==> config.mk <==
export PLATFORM = sky130hd
export DESIGN_NAME = ffcp_rx_top
export DESIGN_NICKNAME = d
export VERILOG_FILES = /design/src/logic/ffcp_pkg.sv /design/src/logic/ffcp_rx_fsm.sv /design/src/logic/ffcp_rx_top.sv /design/src/logic/fgp_byte_counter.sv /design/src/logic/fragment_streamer.sv /design/src/logic/packet_buffer_ram.sv
export SDC_FILE = /design/constraint.sdc
export NUM_CORES = 2
export LEC_CHECK = 0
export BUFFER_PORTS_ARGS = -buffer_cell sky130_fd_sc_hd__buf_2
export CAP_MARGIN = 40
export CORE_MARGIN = 10
export CORE_UTILIZATION = 40
export DETAILED_ROUTE_END_ITERATION = 7
export SETUP_SLACK_MARGIN = 0.1
export SLEW_MARGIN = 10
export SYNTH_ARGS = -nofsm -noshare
export SYNTH_HDL_FRONTEND = slang
export SYNTH_SLANG_ARGS = --single-unit
==> constraint.sdc <==
create_clock -name clk -period 2.9 [get_ports clk]
set_input_delay 0.87 -clock clk [delete_from_list [all_inputs] [get_ports clk]]
set_output_delay 0.87 -clock clk [all_outputs]
set_load 0.05 [all_outputs]
==> src/logic/ffcp_pkg.sv <==
`default_nettype none

package ffcp_pkg;

	// One byte on the framer interface or in the packet buffer
	typedef logic [7:0] byte_t;

	// Ethertype as handed over by the Ethernet framer
	typedef logic [15:0] ethertype_t;

	// First FFCP header byte
	typedef logic [7:0] ffcp_type_t;

	// Second FFCP header byte, echoed back in the ack
	typedef logic [7:0] ffcp_index_t;

	// Ethertype that marks an FFCP frame
	localparam ethertype_t ETHERTYPE_FFCP = 16'h88b5;

	// Packet type codes
	localparam ffcp_type_t FFCP_TYPE_ACK = 8'd1;
	localparam ffcp_type_t FFCP_TYPE_SYN = 8'd2;
	localparam ffcp_type_t FFCP_TYPE_MSG = 8'd3;

	// Only SYN and MSG frames carry a fragment
	// ACK frames belong to the transmit side and are ignored here

	// Frame layout after the ethertype
	//   byte 0          packet type
	//   byte 1          packet index
	//   byte 2 onwards  exactly FGP_LEN payload bytes

	// The buffer slot of a fragment is the low bits of its index,
	// so slots are reused once the index wraps around SLOT_COUNT

endpackage

`default_nettype wire

==> src/logic/ffcp_rx_fsm.sv <==
`timescale 1ns/100ps
`default_nettype none

module ffcp_rx_fsm import ffcp_pkg::*; #(
	parameter int FGP_LEN = 16,
	parameter int SLOT_COUNT = 16
) (
	input wire logic clk,
	input wire logic eth_rx_downstream_rst,
	input wire logic ethertype_valid,
	input wire ethertype_t ethertype,
	input wire logic in_valid,
	input wire byte_t in_data,
	input wire logic frame_done,
	input wire logic count_full,
	input wire logic count_overflow,
	input wire logic commit_ready,
	output logic count_clear,
	output logic count_step,
	output logic wr_en,
	output logic [$clog2(SLOT_COUNT)-1:0] wr_slot,
	output byte_t wr_data,
	output logic commit_req,
	output logic [$clog2(SLOT_COUNT)-1:0] commit_slot,
	output ffcp_index_t commit_index,
	output logic commit_syn
);

	localparam int SLOT_W = $clog2(SLOT_COUNT);

	typedef enum logic [2:0] {
		IDLE,
		TYPE,
		INDEX,
		PAYLOAD,
		DROP,
		COMMIT
	} state_t;

	state_t state;
	state_t state_next;
	ffcp_index_t index_q;
	logic syn_q;
	logic accept;

	// Slot and offset addressing relies on both sizes being powers of two
	if ((FGP_LEN & (FGP_LEN - 1)) != 0) begin : g_fgp_len_check
		$error("FGP_LEN must be a power of two");
	end
	if ((SLOT_COUNT & (SLOT_COUNT - 1)) != 0) begin : g_slot_count_check
		$error("SLOT_COUNT must be a power of two");
	end

	// Exactly FGP_LEN payload bytes
	assign accept = count_full && !count_overflow;

	always_comb begin
		state_next = state;
		case (state)
			IDLE:
				if (ethertype_valid && ethertype == ETHERTYPE_FFCP)
					state_next = TYPE;
			TYPE:
				if (frame_done)
					state_next = IDLE;
				else if (in_valid)
					state_next = (in_data == FFCP_TYPE_SYN || in_data == FFCP_TYPE_MSG) ?
						INDEX : DROP;
			INDEX:
				if (frame_done)
					state_next = IDLE;
				else if (in_valid)
					state_next = PAYLOAD;
			PAYLOAD:
				if (frame_done)
					state_next = accept ? COMMIT : IDLE;
			DROP:
				if (frame_done)
					state_next = IDLE;
			COMMIT:
				if (commit_ready)
					state_next = IDLE;
			default:
				state_next = IDLE;
		endcase
	end

	always_ff @(posedge clk) begin
		if (eth_rx_downstream_rst)
			state <= IDLE;
		else
			state <= state_next;
	end

	always_ff @(posedge clk) begin
		if (state == TYPE && in_valid)
			syn_q <= in_data == FFCP_TYPE_SYN;
		if (state == INDEX && in_valid)
			index_q <= in_data;
	end

	// Counter restarts after a drop or once the fragment is handed off
	assign count_clear = (frame_done && (state == DROP || (state == PAYLOAD && !accept))) ||
		(state == COMMIT && commit_ready);
	assign count_step = state == PAYLOAD && in_valid;

	// Excess bytes are counted but never written
	assign wr_en = count_step && !count_full;
	assign wr_slot = index_q[SLOT_W-1:0];
	assign wr_data = in_data;

	assign commit_req = state == COMMIT;
	assign commit_slot = index_q[SLOT_W-1:0];
	assign commit_index = index_q;
	assign commit_syn = syn_q;

endmodule

`default_nettype wire

==> src/logic/ffcp_rx_top.sv <==
`timescale 1ns/100ps
`default_nettype none

module ffcp_rx_top import ffcp_pkg::*; #(
	parameter int FGP_LEN = 16,
	parameter int SLOT_COUNT = 16,
	parameter int CREDIT_MAX = 4
) (
	input wire logic clk,
	input wire logic eth_rx_downstream_rst,
	input wire logic ethertype_valid,
	input wire ethertype_t ethertype,
	input wire logic in_valid,
	input wire byte_t in_data,
	input wire logic frame_done,
	input wire logic out_credit,
	output logic out_valid,
	output byte_t out_data,
	output logic ack_valid,
	output ffcp_index_t ack_index,
	output logic ack_syn
);

	localparam int SLOT_W = $clog2(SLOT_COUNT);
	localparam int OFF_W = $clog2(FGP_LEN);

	// Byte counter
	logic count_clear;
	logic count_step;
	logic [OFF_W-1:0] count;
	logic count_full;
	logic count_overflow;

	// Buffer write side
	logic wr_en;
	logic [SLOT_W-1:0] wr_slot;
	byte_t wr_data;

	// Commit hand-off
	logic commit_req;
	logic commit_ready;
	logic [SLOT_W-1:0] commit_slot;
	ffcp_index_t commit_index;
	logic commit_syn;

	// Buffer read side
	logic [SLOT_W-1:0] rd_slot;
	logic [OFF_W-1:0] rd_offset;
	byte_t rd_data;

	ffcp_rx_fsm #(
		.FGP_LEN(FGP_LEN),
		.SLOT_COUNT(SLOT_COUNT)
	) ffcp_rx_fsm_inst (
		.clk(clk),
		.eth_rx_downstream_rst(eth_rx_downstream_rst),
		.ethertype_valid(ethertype_valid),
		.ethertype(ethertype),
		.in_valid(in_valid),
		.in_data(in_data),
		.frame_done(frame_done),
		.count_full(count_full),
		.count_overflow(count_overflow),
		.commit_ready(commit_ready),
		.count_clear(count_clear),
		.count_step(count_step),
		.wr_en(wr_en),
		.wr_slot(wr_slot),
		.wr_data(wr_data),
		.commit_req(commit_req),
		.commit_slot(commit_slot),
		.commit_index(commit_index),
		.commit_syn(commit_syn)
	);

	fgp_byte_counter #(
		.FGP_LEN(FGP_LEN)
	) fgp_byte_counter_inst (
		.clk(clk),
		.eth_rx_downstream_rst(eth_rx_downstream_rst),
		.clear(count_clear),
		.step(count_step),
		.count(count),
		.full(count_full),
		.overflow(count_overflow)
	);

	packet_buffer_ram #(
		.FGP_LEN(FGP_LEN),
		.SLOT_COUNT(SLOT_COUNT)
	) packet_buffer_ram_inst (
		.clk(clk),
		.wr_en(wr_en),
		.wr_slot(wr_slot),
		.wr_offset(count),
		.wr_data(wr_data),
		.rd_slot(rd_slot),
		.rd_offset(rd_offset),
		.rd_data(rd_data)
	);

	fragment_streamer #(
		.FGP_LEN(FGP_LEN),
		.SLOT_COUNT(SLOT_COUNT),
		.CREDIT_MAX(CREDIT_MAX)
	) fragment_streamer_inst (
		.clk(clk),
		.eth_rx_downstream_rst(eth_rx_downstream_rst),
		.commit_req(commit_req),
		.commit_slot(commit_slot),
		.commit_index(commit_index),
		.commit_syn(commit_syn),
		.rd_data(rd_data),
		.out_credit(out_credit),
		.commit_ready(commit_ready),
		.rd_slot(rd_slot),
		.rd_offset(rd_offset),
		.out_valid(out_valid),
		.out_data(out_data),
		.ack_valid(ack_valid),
		.ack_index(ack_index),
		.ack_syn(ack_syn)
	);

endmodule

`default_nettype wire

==> src/logic/fgp_byte_counter.sv <==
`timescale 1ns/100ps
`default_nettype none

module fgp_byte_counter import ffcp_pkg::*; #(
	parameter int FGP_LEN = 16
) (
	input wire logic clk,
	input wire logic eth_rx_downstream_rst,
	input wire logic clear,
	input wire logic step,
	output logic [$clog2(FGP_LEN)-1:0] count,
	output logic full,
	output logic overflow
);

	localparam int CNT_W = $clog2(FGP_LEN) + 1;

	typedef logic [CNT_W-1:0] cnt_t;

	cnt_t cnt;

	assign full = cnt == cnt_t'(FGP_LEN);
	// In-slot address, only meaningful below FGP_LEN
	assign count = cnt[CNT_W-2:0];

	always_ff @(posedge clk) begin
		if (eth_rx_downstream_rst || clear) begin
			cnt <= '0;
			overflow <= 1'b0;
		end else if (step) begin
			if (full)
				overflow <= 1'b1;
			else
				cnt <= cnt + cnt_t'(1);
		end
	end

endmodule

`default_nettype wire

==> src/logic/fragment_streamer.sv <==
`timescale 1ns/100ps
`default_nettype none

module fragment_streamer import ffcp_pkg::*; #(
	parameter int FGP_LEN = 16,
	parameter int SLOT_COUNT = 16,
	parameter int CREDIT_MAX = 4
) (
	input wire logic clk,
	input wire logic eth_rx_downstream_rst,
	input wire logic commit_req,
	input wire logic [$clog2(SLOT_COUNT)-1:0] commit_slot,
	input wire ffcp_index_t commit_index,
	input wire logic commit_syn,
	input wire byte_t rd_data,
	input wire logic out_credit,
	output logic commit_ready,
	output logic [$clog2(SLOT_COUNT)-1:0] rd_slot,
	output logic [$clog2(FGP_LEN)-1:0] rd_offset,
	output logic out_valid,
	output byte_t out_data,
	output logic ack_valid,
	output ffcp_index_t ack_index,
	output logic ack_syn
);

	localparam int SLOT_W = $clog2(SLOT_COUNT);
	localparam int OFF_W = $clog2(FGP_LEN);
	localparam int CREDIT_W = $clog2(CREDIT_MAX + 1);

	typedef logic [CREDIT_W-1:0] credit_t;

	logic busy;
	logic handoff;
	logic [SLOT_W-1:0] slot_q;
	ffcp_index_t index_q;
	logic syn_q;
	// Reads issued so far, one extra bit marks all FGP_LEN done
	logic [OFF_W:0] rd_cnt;
	logic [OFF_W-1:0] out_cnt;
	credit_t credits;
	logic rd_issue;
	logic last_byte;

	assign commit_ready = !busy;
	assign handoff = commit_req && commit_ready;

	// A read in flight this cycle already has a credit set aside
	assign rd_issue = busy && !rd_cnt[OFF_W] && (credits > credit_t'(out_valid));
	assign last_byte = out_valid && out_cnt == OFF_W'(FGP_LEN - 1);

	assign rd_slot = slot_q;
	assign rd_offset = rd_cnt[OFF_W-1:0];

	// Buffer output lines up with out_valid
	assign out_data = rd_data;

	assign ack_index = index_q;
	assign ack_syn = syn_q;

	always_ff @(posedge clk) begin
		if (eth_rx_downstream_rst) begin
			busy <= 1'b0;
			rd_cnt <= '0;
			out_cnt <= '0;
			out_valid <= 1'b0;
			ack_valid <= 1'b0;
			credits <= credit_t'(CREDIT_MAX);
		end else begin
			out_valid <= rd_issue;
			ack_valid <= last_byte;
			credits <= credits + credit_t'(out_credit) - credit_t'(out_valid);
			if (handoff) begin
				busy <= 1'b1;
				rd_cnt <= '0;
				out_cnt <= '0;
			end else begin
				if (rd_issue)
					rd_cnt <= rd_cnt + 1'b1;
				if (out_valid)
					out_cnt <= out_cnt + 1'b1;
				if (last_byte)
					busy <= 1'b0;
			end
		end
	end

	// Fragment details stay put until the next hand-off
	always_ff @(posedge clk) begin
		if (handoff) begin
			slot_q <= commit_slot;
			index_q <= commit_index;
			syn_q <= commit_syn;
		end
	end

endmodule

`default_nettype wire

==> src/logic/packet_buffer_ram.sv <==
`timescale 1ns/100ps
`default_nettype none

module packet_buffer_ram import ffcp_pkg::*; #(
	parameter int FGP_LEN = 16,
	parameter int SLOT_COUNT = 16
) (
	input wire logic clk,
	input wire logic wr_en,
	input wire logic [$clog2(SLOT_COUNT)-1:0] wr_slot,
	input wire logic [$clog2(FGP_LEN)-1:0] wr_offset,
	input wire byte_t wr_data,
	input wire logic [$clog2(SLOT_COUNT)-1:0] rd_slot,
	input wire logic [$clog2(FGP_LEN)-1:0] rd_offset,
	output byte_t rd_data
);

	localparam int DEPTH = SLOT_COUNT * FGP_LEN;

	byte_t mem [DEPTH];

	// Slot selects the upper address bits, offset the lower ones
	always_ff @(posedge clk) begin
		if (wr_en)
			mem[{wr_slot, wr_offset}] <= wr_data;
		rd_data <= mem[{rd_slot, rd_offset}];
	end

endmodule

`default_nettype wire

# Word level (Yosys, flattened, before mapping)
# Memory sizes are Yosys's and may differ from the RTL's. A register that Yosys moved wholly into a read port is not among the register bits.
# Index checks and enable logic that the tools add are counted.
[totals]
register_bits = 46
latch_bits = 0
ram_bits = 2048
rom_bits = 0
out_inout_bits = 19
wordCells = 80
memories = 1
[memory_table]
columns = ["name", "words", "word_bits", "read_ports", "rd_ports_with_merged_regs", "wr", "line_no", "rtl"]
rows = [
  ["packet_buffer_ram_inst.mem", 256, 8, 1, 1, 1, "packet_buffer_ram.sv:20", "byte_t mem [DEPTH];"],
]
[classes]
add_sub_neg = 5
multipliers = 0
div_mod_pow = 0
order_cmp = 1
n_eq_ne = 16
shift = 0
mux = 15
bitwise_logic = 1
n_reduce_logical = 27
[ops]
columns = ["op", "count"]
rows = [
  ["3-bit two-way mux", 10],
  ["3-bit case mux with 6 select lines", 1],
  ["16-bit equality test (second input constant)", 1],
  ["8-bit by 2-bit equality test with 1-bit output (second input constant)", 2],
  ["1-bit logical AND", 12],
  ["5-bit by 1-bit adder with 5-bit output (second input constant)", 2],
  ["3-bit by 2-bit equality test with 1-bit output (second input constant)", 2],
  ["3-bit equality test (second input constant)", 2],
  ["2-bit != test (second input constant)", 3],
  ["3-bit != test (second input constant)", 2],
  ["6-bit AND reduction", 1],
  ["5-bit equality test (second input constant)", 1],
  ["1-bit zero test", 5],
  ["4-bit by 1-bit adder with 4-bit output (second input constant)", 1],
  ["4-bit equality test (second input constant)", 1],
  ["1-bit logical OR", 4],
  ["1-bit two-way mux", 4],
  ["2-bit AND reduction", 2],
  ["3-bit by 1-bit adder with 3-bit output", 1],
  ["3-bit by 1-bit equality test with 1-bit output (second input constant)", 1],
  ["3-bit by 1-bit > comparator with 1-bit output", 1],
  ["3-bit zero test", 1],
  ["3-bit by 1-bit subtractor with 3-bit output", 1],
  ["2-bit by 1-bit != test with 1-bit output (second input constant)", 1],
  ["other kinds (3)", 3],
]

# Longest topological paths before layout
[depth]
word_depth = 8
mapped_depth = 13
mapped_depth_nobuf = 8

# Modules after synthesis
# A second synthesis with hierarchy kept.
[hier_totals]
cells_unflattened = 3947
hier_area_um2 = 81839.7
[by_module_without_submodules]
columns = ["mod", "n_inst", "cells_per_inst", "area_each_um2"]
rows = [
  ["packet_buffer_ram", 1, 3733, 79556.3],
  ["fragment_streamer", 1, 99, 1172.4],
  ["ffcp_rx_fsm", 1, 79, 780.7],
  ["fgp_byte_counter", 1, 36, 330.3],
]

# Worst setup path before layout
# No wires, ideal clock.
[synth_timing]
path_kind = "input to register"
startpoint = "in in_valid"
endpoint = "mem packet_buffer_ram_inst.mem[223][0] (netlist name), enable pin"
arrival_ps = 2362
required_ps = 2530
slack_ps = 168
path_stages = 6
path_cell_list = "nand3_1 > nor2b_1 > clkbuf_1 > nand4_1 > clkbuf_1 > nor2_1"
[synth_via]
elab_chain_len = 4
[synth_lines]
columns = ["item", "line_no", "rtl"]
rows = [
  ["start, declared", "ffcp_rx_top.sv:13", "input wire logic in_valid,"],
  ["1-bit logical AND", "ffcp_rx_fsm.sv:105", "assign count_step = state == PAYLOAD && in_valid;"],
  ["1-bit logical AND", "ffcp_rx_fsm.sv:108", "assign wr_en = count_step && !count_full;"],
  ["1-bit two-way mux", "packet_buffer_ram.sv:24", "if (wr_en)"],
  ["1-bit two-way mux (implied by the code)", "packet_buffer_ram.sv:25", "mem[{wr_slot, wr_offset}] <= wr_data;"],
  ["end, declared", "packet_buffer_ram.sv:20", ""],
]
# Every way passes these cells.

==> metrics.txt <==
status=complete, but fails checks; violated checks=negative setup slack; met3 wire length=approximately 20 mm; top layer in use=met5; Relative slew margins=42.51%; actual slew at the worst max-slew pin=~0.86 ns; Fin Setup TNS=-0.02951 ns; hold path start=eth_rx_downstream_rst; fin. max-slew vios=0; area leader, netlist=edfxtp_1; leak pwr=roughly 31 nW; Hold/Removal Path Class=input port to flop; Post-Synthesis Cells=roughly 3,900; required time of the critical path=~3.6 ns; area share of the largest cell type after synthesis=between 70% and 80%; PnR worst setup slack=-0.02951 ns; worst r2r path cells=11; R2R Setup Slk=-0.03 ns; vias per cell=5.760; Seq/Total Area, Yosys=approximately three quarters; number of enable flip-flop cells after synthesis=2,066; vias in the first global route=~43,000; total power=approximately 61 mW; Most used DFF post-synth=edfxtp_1; final period utilization=101.0%; Starting Density=between 40 and 50%; Setup crit start=fragment_streamer_inst.rd_cnt[0]$_SDFFE_PP0P_; Clk pwr share=~45%; Clock Skew=~0.038 ns; final worst path period need=about 2.9 ns; core region area=approximately 200,000 sq um; met2 WL=107.3 mm; top fanout value on the critical path=7; RSZ-0062 raised after global routing=true; total gr overflow=0; fmax=approximately 340 MHz; Final Core Density=48.86%; first-pass GRT wire length=between 300 and 400 mm; Sink Count=2,098; nets=~4,700; MaxCap Viol Count=0; reg2reg start=fragment_streamer_inst.rd_cnt[0]$_SDFFE_PP0P_; combinational fraction of design power=about 1.1%; Final ANT Viol Nets=0; Post-synth ARST share=0%; CTS Root Cell=clkbuf_16; Detailed Routing Iterations Pass 1=5; post-synthesis register bit count=roughly 2,100; CP Capture Type=flop; PortBufs=48; Switching Fraction=between 15 and 20%; DR iter-0 viols=approximately 5,800; Crit Path Class=flop to flop; DPL Wire Length=142.2 mm; CTS clock-pin slew for the worst setup and hold paths=roughly 0.060 ns; synth unique cells=71; final setup fails=1; die height=between 400 and 500 um; initial antenna violation count=9; routability cong.=~0.85; DR vias=between 40,000 and 50,000; pre-CTS setup slack=-0.4656 ns; clk buf depth=3; number of top-level pins=49; Post-Syn Area=81,720 sq um; syn nets=slightly below 4,000; routed len/inst=a little over 30 um; share of cells above drive strength 1=between 30% and 40%; Total Wirelength=228.6 mm; CTS tree=yes; top post-synthesis cells by area=edfxtp_1 (76%), mux4_2 (12%), mux2i_1 (2.3%); worst-skew pair later-pin latency=0.86 ns; data arrival time of the worst path=about 3.7 ns; Hold Fails Final Rpt=0; H-Tree Depth=4; share of power burned in registers=a little over half; die width=roughly 470 um; synth cell count leaders=edfxtp_1 (2,066), mux4_2 (444), nor2_1 (318); Max IR drop VDD=just under 0.6 mV; RR Endpoint=packet_buffer_ram_inst.rd_data[7]$_DFF_P_; Post-route DRC=0; most frequent cell after synthesis=edfxtp_1; syn avg cell area=about 21 sq um; die area=between 200,000 and 250,000 sq um; GRT Util Overall=between 20 and 25%; Synth Warn #=0; Setup crit start kind=flop; # rows=around 170; net switching power=roughly 12 mW; largest net degree at the start of global routing=145; CP Capture Point=packet_buffer_ram_inst.rd_data[7]$_DFF_P_; Area Growth Syn to Fin=21.20%; Int Pwr=49.37 mW; Inserted Clock Buffers=between 200 and 250; PD cells=between 600 and 700 nW/um^2; M1 wire length=93.77 mm
## critical path: stages (launching register included)
cell and delay [ns]:
dfxtp_4 0.38, buf_12 0.17, buf_12 0.13, buf_16 0.15, buf_6 0.11, mux4_2 0.49, a22oi_2 0.31, a21oi_2 0.09
or4_4 0.58, o21ai_4 0.19, buf_6 0.13, o32ai_2 0.05
## layout by cell type, fill, tap and decap left out, types with 35 or more instances in the layout
master	n
edfxtp_1	2066
buf_4	625
mux4_2	447
nor2_1	313
clkbuf_16	220
mux2i_1	184
buf_12	92
nand2_1	57
clkinv_1	56
a21oi_1	55
clkbuf_1	37
buf_2	36
clkinv_2	35
## layer usage
layer,up-vias,GRT usage (%)
met5,-,0
met4,6,5.767
met3,361,3.957
met2,2170,31.37
met1,23010,28.54
li1,17790,-
## metrics by stage
step                      hold WS [ns]  instances  area [sq um]
after CTS                       0.2714       7485         98400
after global routing            0.3130       7524         99050
final                           0.3181       7524         99050
after global placement          0.4028       7054         90350
after floorplan                 0.4003       3882         81720
after detailed placement        0.4057       7055         90380
## state kept, by name, summed over array words and instances, names as in the netlist, 3 cells and up
signal	flops
fragment_streamer_inst.out_cnt	4
fragment_streamer_inst.credits	3
ffcp_rx_fsm_inst.state	3
fgp_byte_counter_inst.cnt	5
packet_buffer_ram_inst.rd_data	8
ffcp_rx_fsm_inst.commit_index	8
packet_buffer_ram_inst.mem	2048
fragment_streamer_inst.rd_cnt	5
fragment_streamer_inst.ack_index	8
## cell type report
type                    count  area, sq um
repair buffers            812         7766
inverters                  12        47.55
well taps                2672         3343
fillers                 16440       103700
multi-input cells        1538        18230
diodes                      1        2.502
clock buffers             253         5544
clock inverters           138         1418
flip-flops and latches   2098        62700
## kinds of logic after synthesis
kind of cell	Yosys count	synth area share (%)
AOI/OAI and AO/OA	326	2.822
buffers and inverters	246	1.770
xor gates and xnor gates	11	0.1179
DFF	2098	76.70
and+or+nand+nor	513	2.711
muxes	677	15.71
adders and majority gates	11	0.1745
## power groups by stage
stage,clock [mW],sequential (mW),combinational [mW]
3_5_place_dp,0,33.9,0.661
2_1_floorplan,0,33.9,0.0430
3_3_place_gp,0,33.9,0.622
4_1_cts,27.9,33.3,0.659
6_report,27.5,33.3,0.648
5_1_grt,29.1,33.3,0.704
## worst min-delay path by stage
| stage | cells after the start | to | slack (ns) |
|---|---|---|---|
| 2_1_floorplan | 0 | fragment_streamer_inst.ack_index[4]$_DFFE_PP_ | 0.40 |
| 3_3_place_gp | 0 | fragment_streamer_inst.ack_index[5]$_DFFE_PP_ | 0.40 |
| 3_5_place_dp | 0 | fragment_streamer_inst.ack_index[5]$_DFFE_PP_ | 0.41 |
| 4_1_cts | 2 | fragment_streamer_inst.credits[0]$_SDFF_PP0_ | 0.27 |
| 5_1_grt | 2 | fragment_streamer_inst.busy$_SDFFE_PP0P_ | 0.31 |
| 6_report | 2 | fragment_streamer_inst.credits[0]$_SDFF_PP0_ | 0.32 |
## timing repair
action                                  CTS  global route
cloned                                    7             4
endpoints found under the setup margin   12           108
pin swaps                                20            22
hold buffers                              0             0
setup buffers                            32            34
resized for setup                       119            58
(Power assumes the default switching activity.)
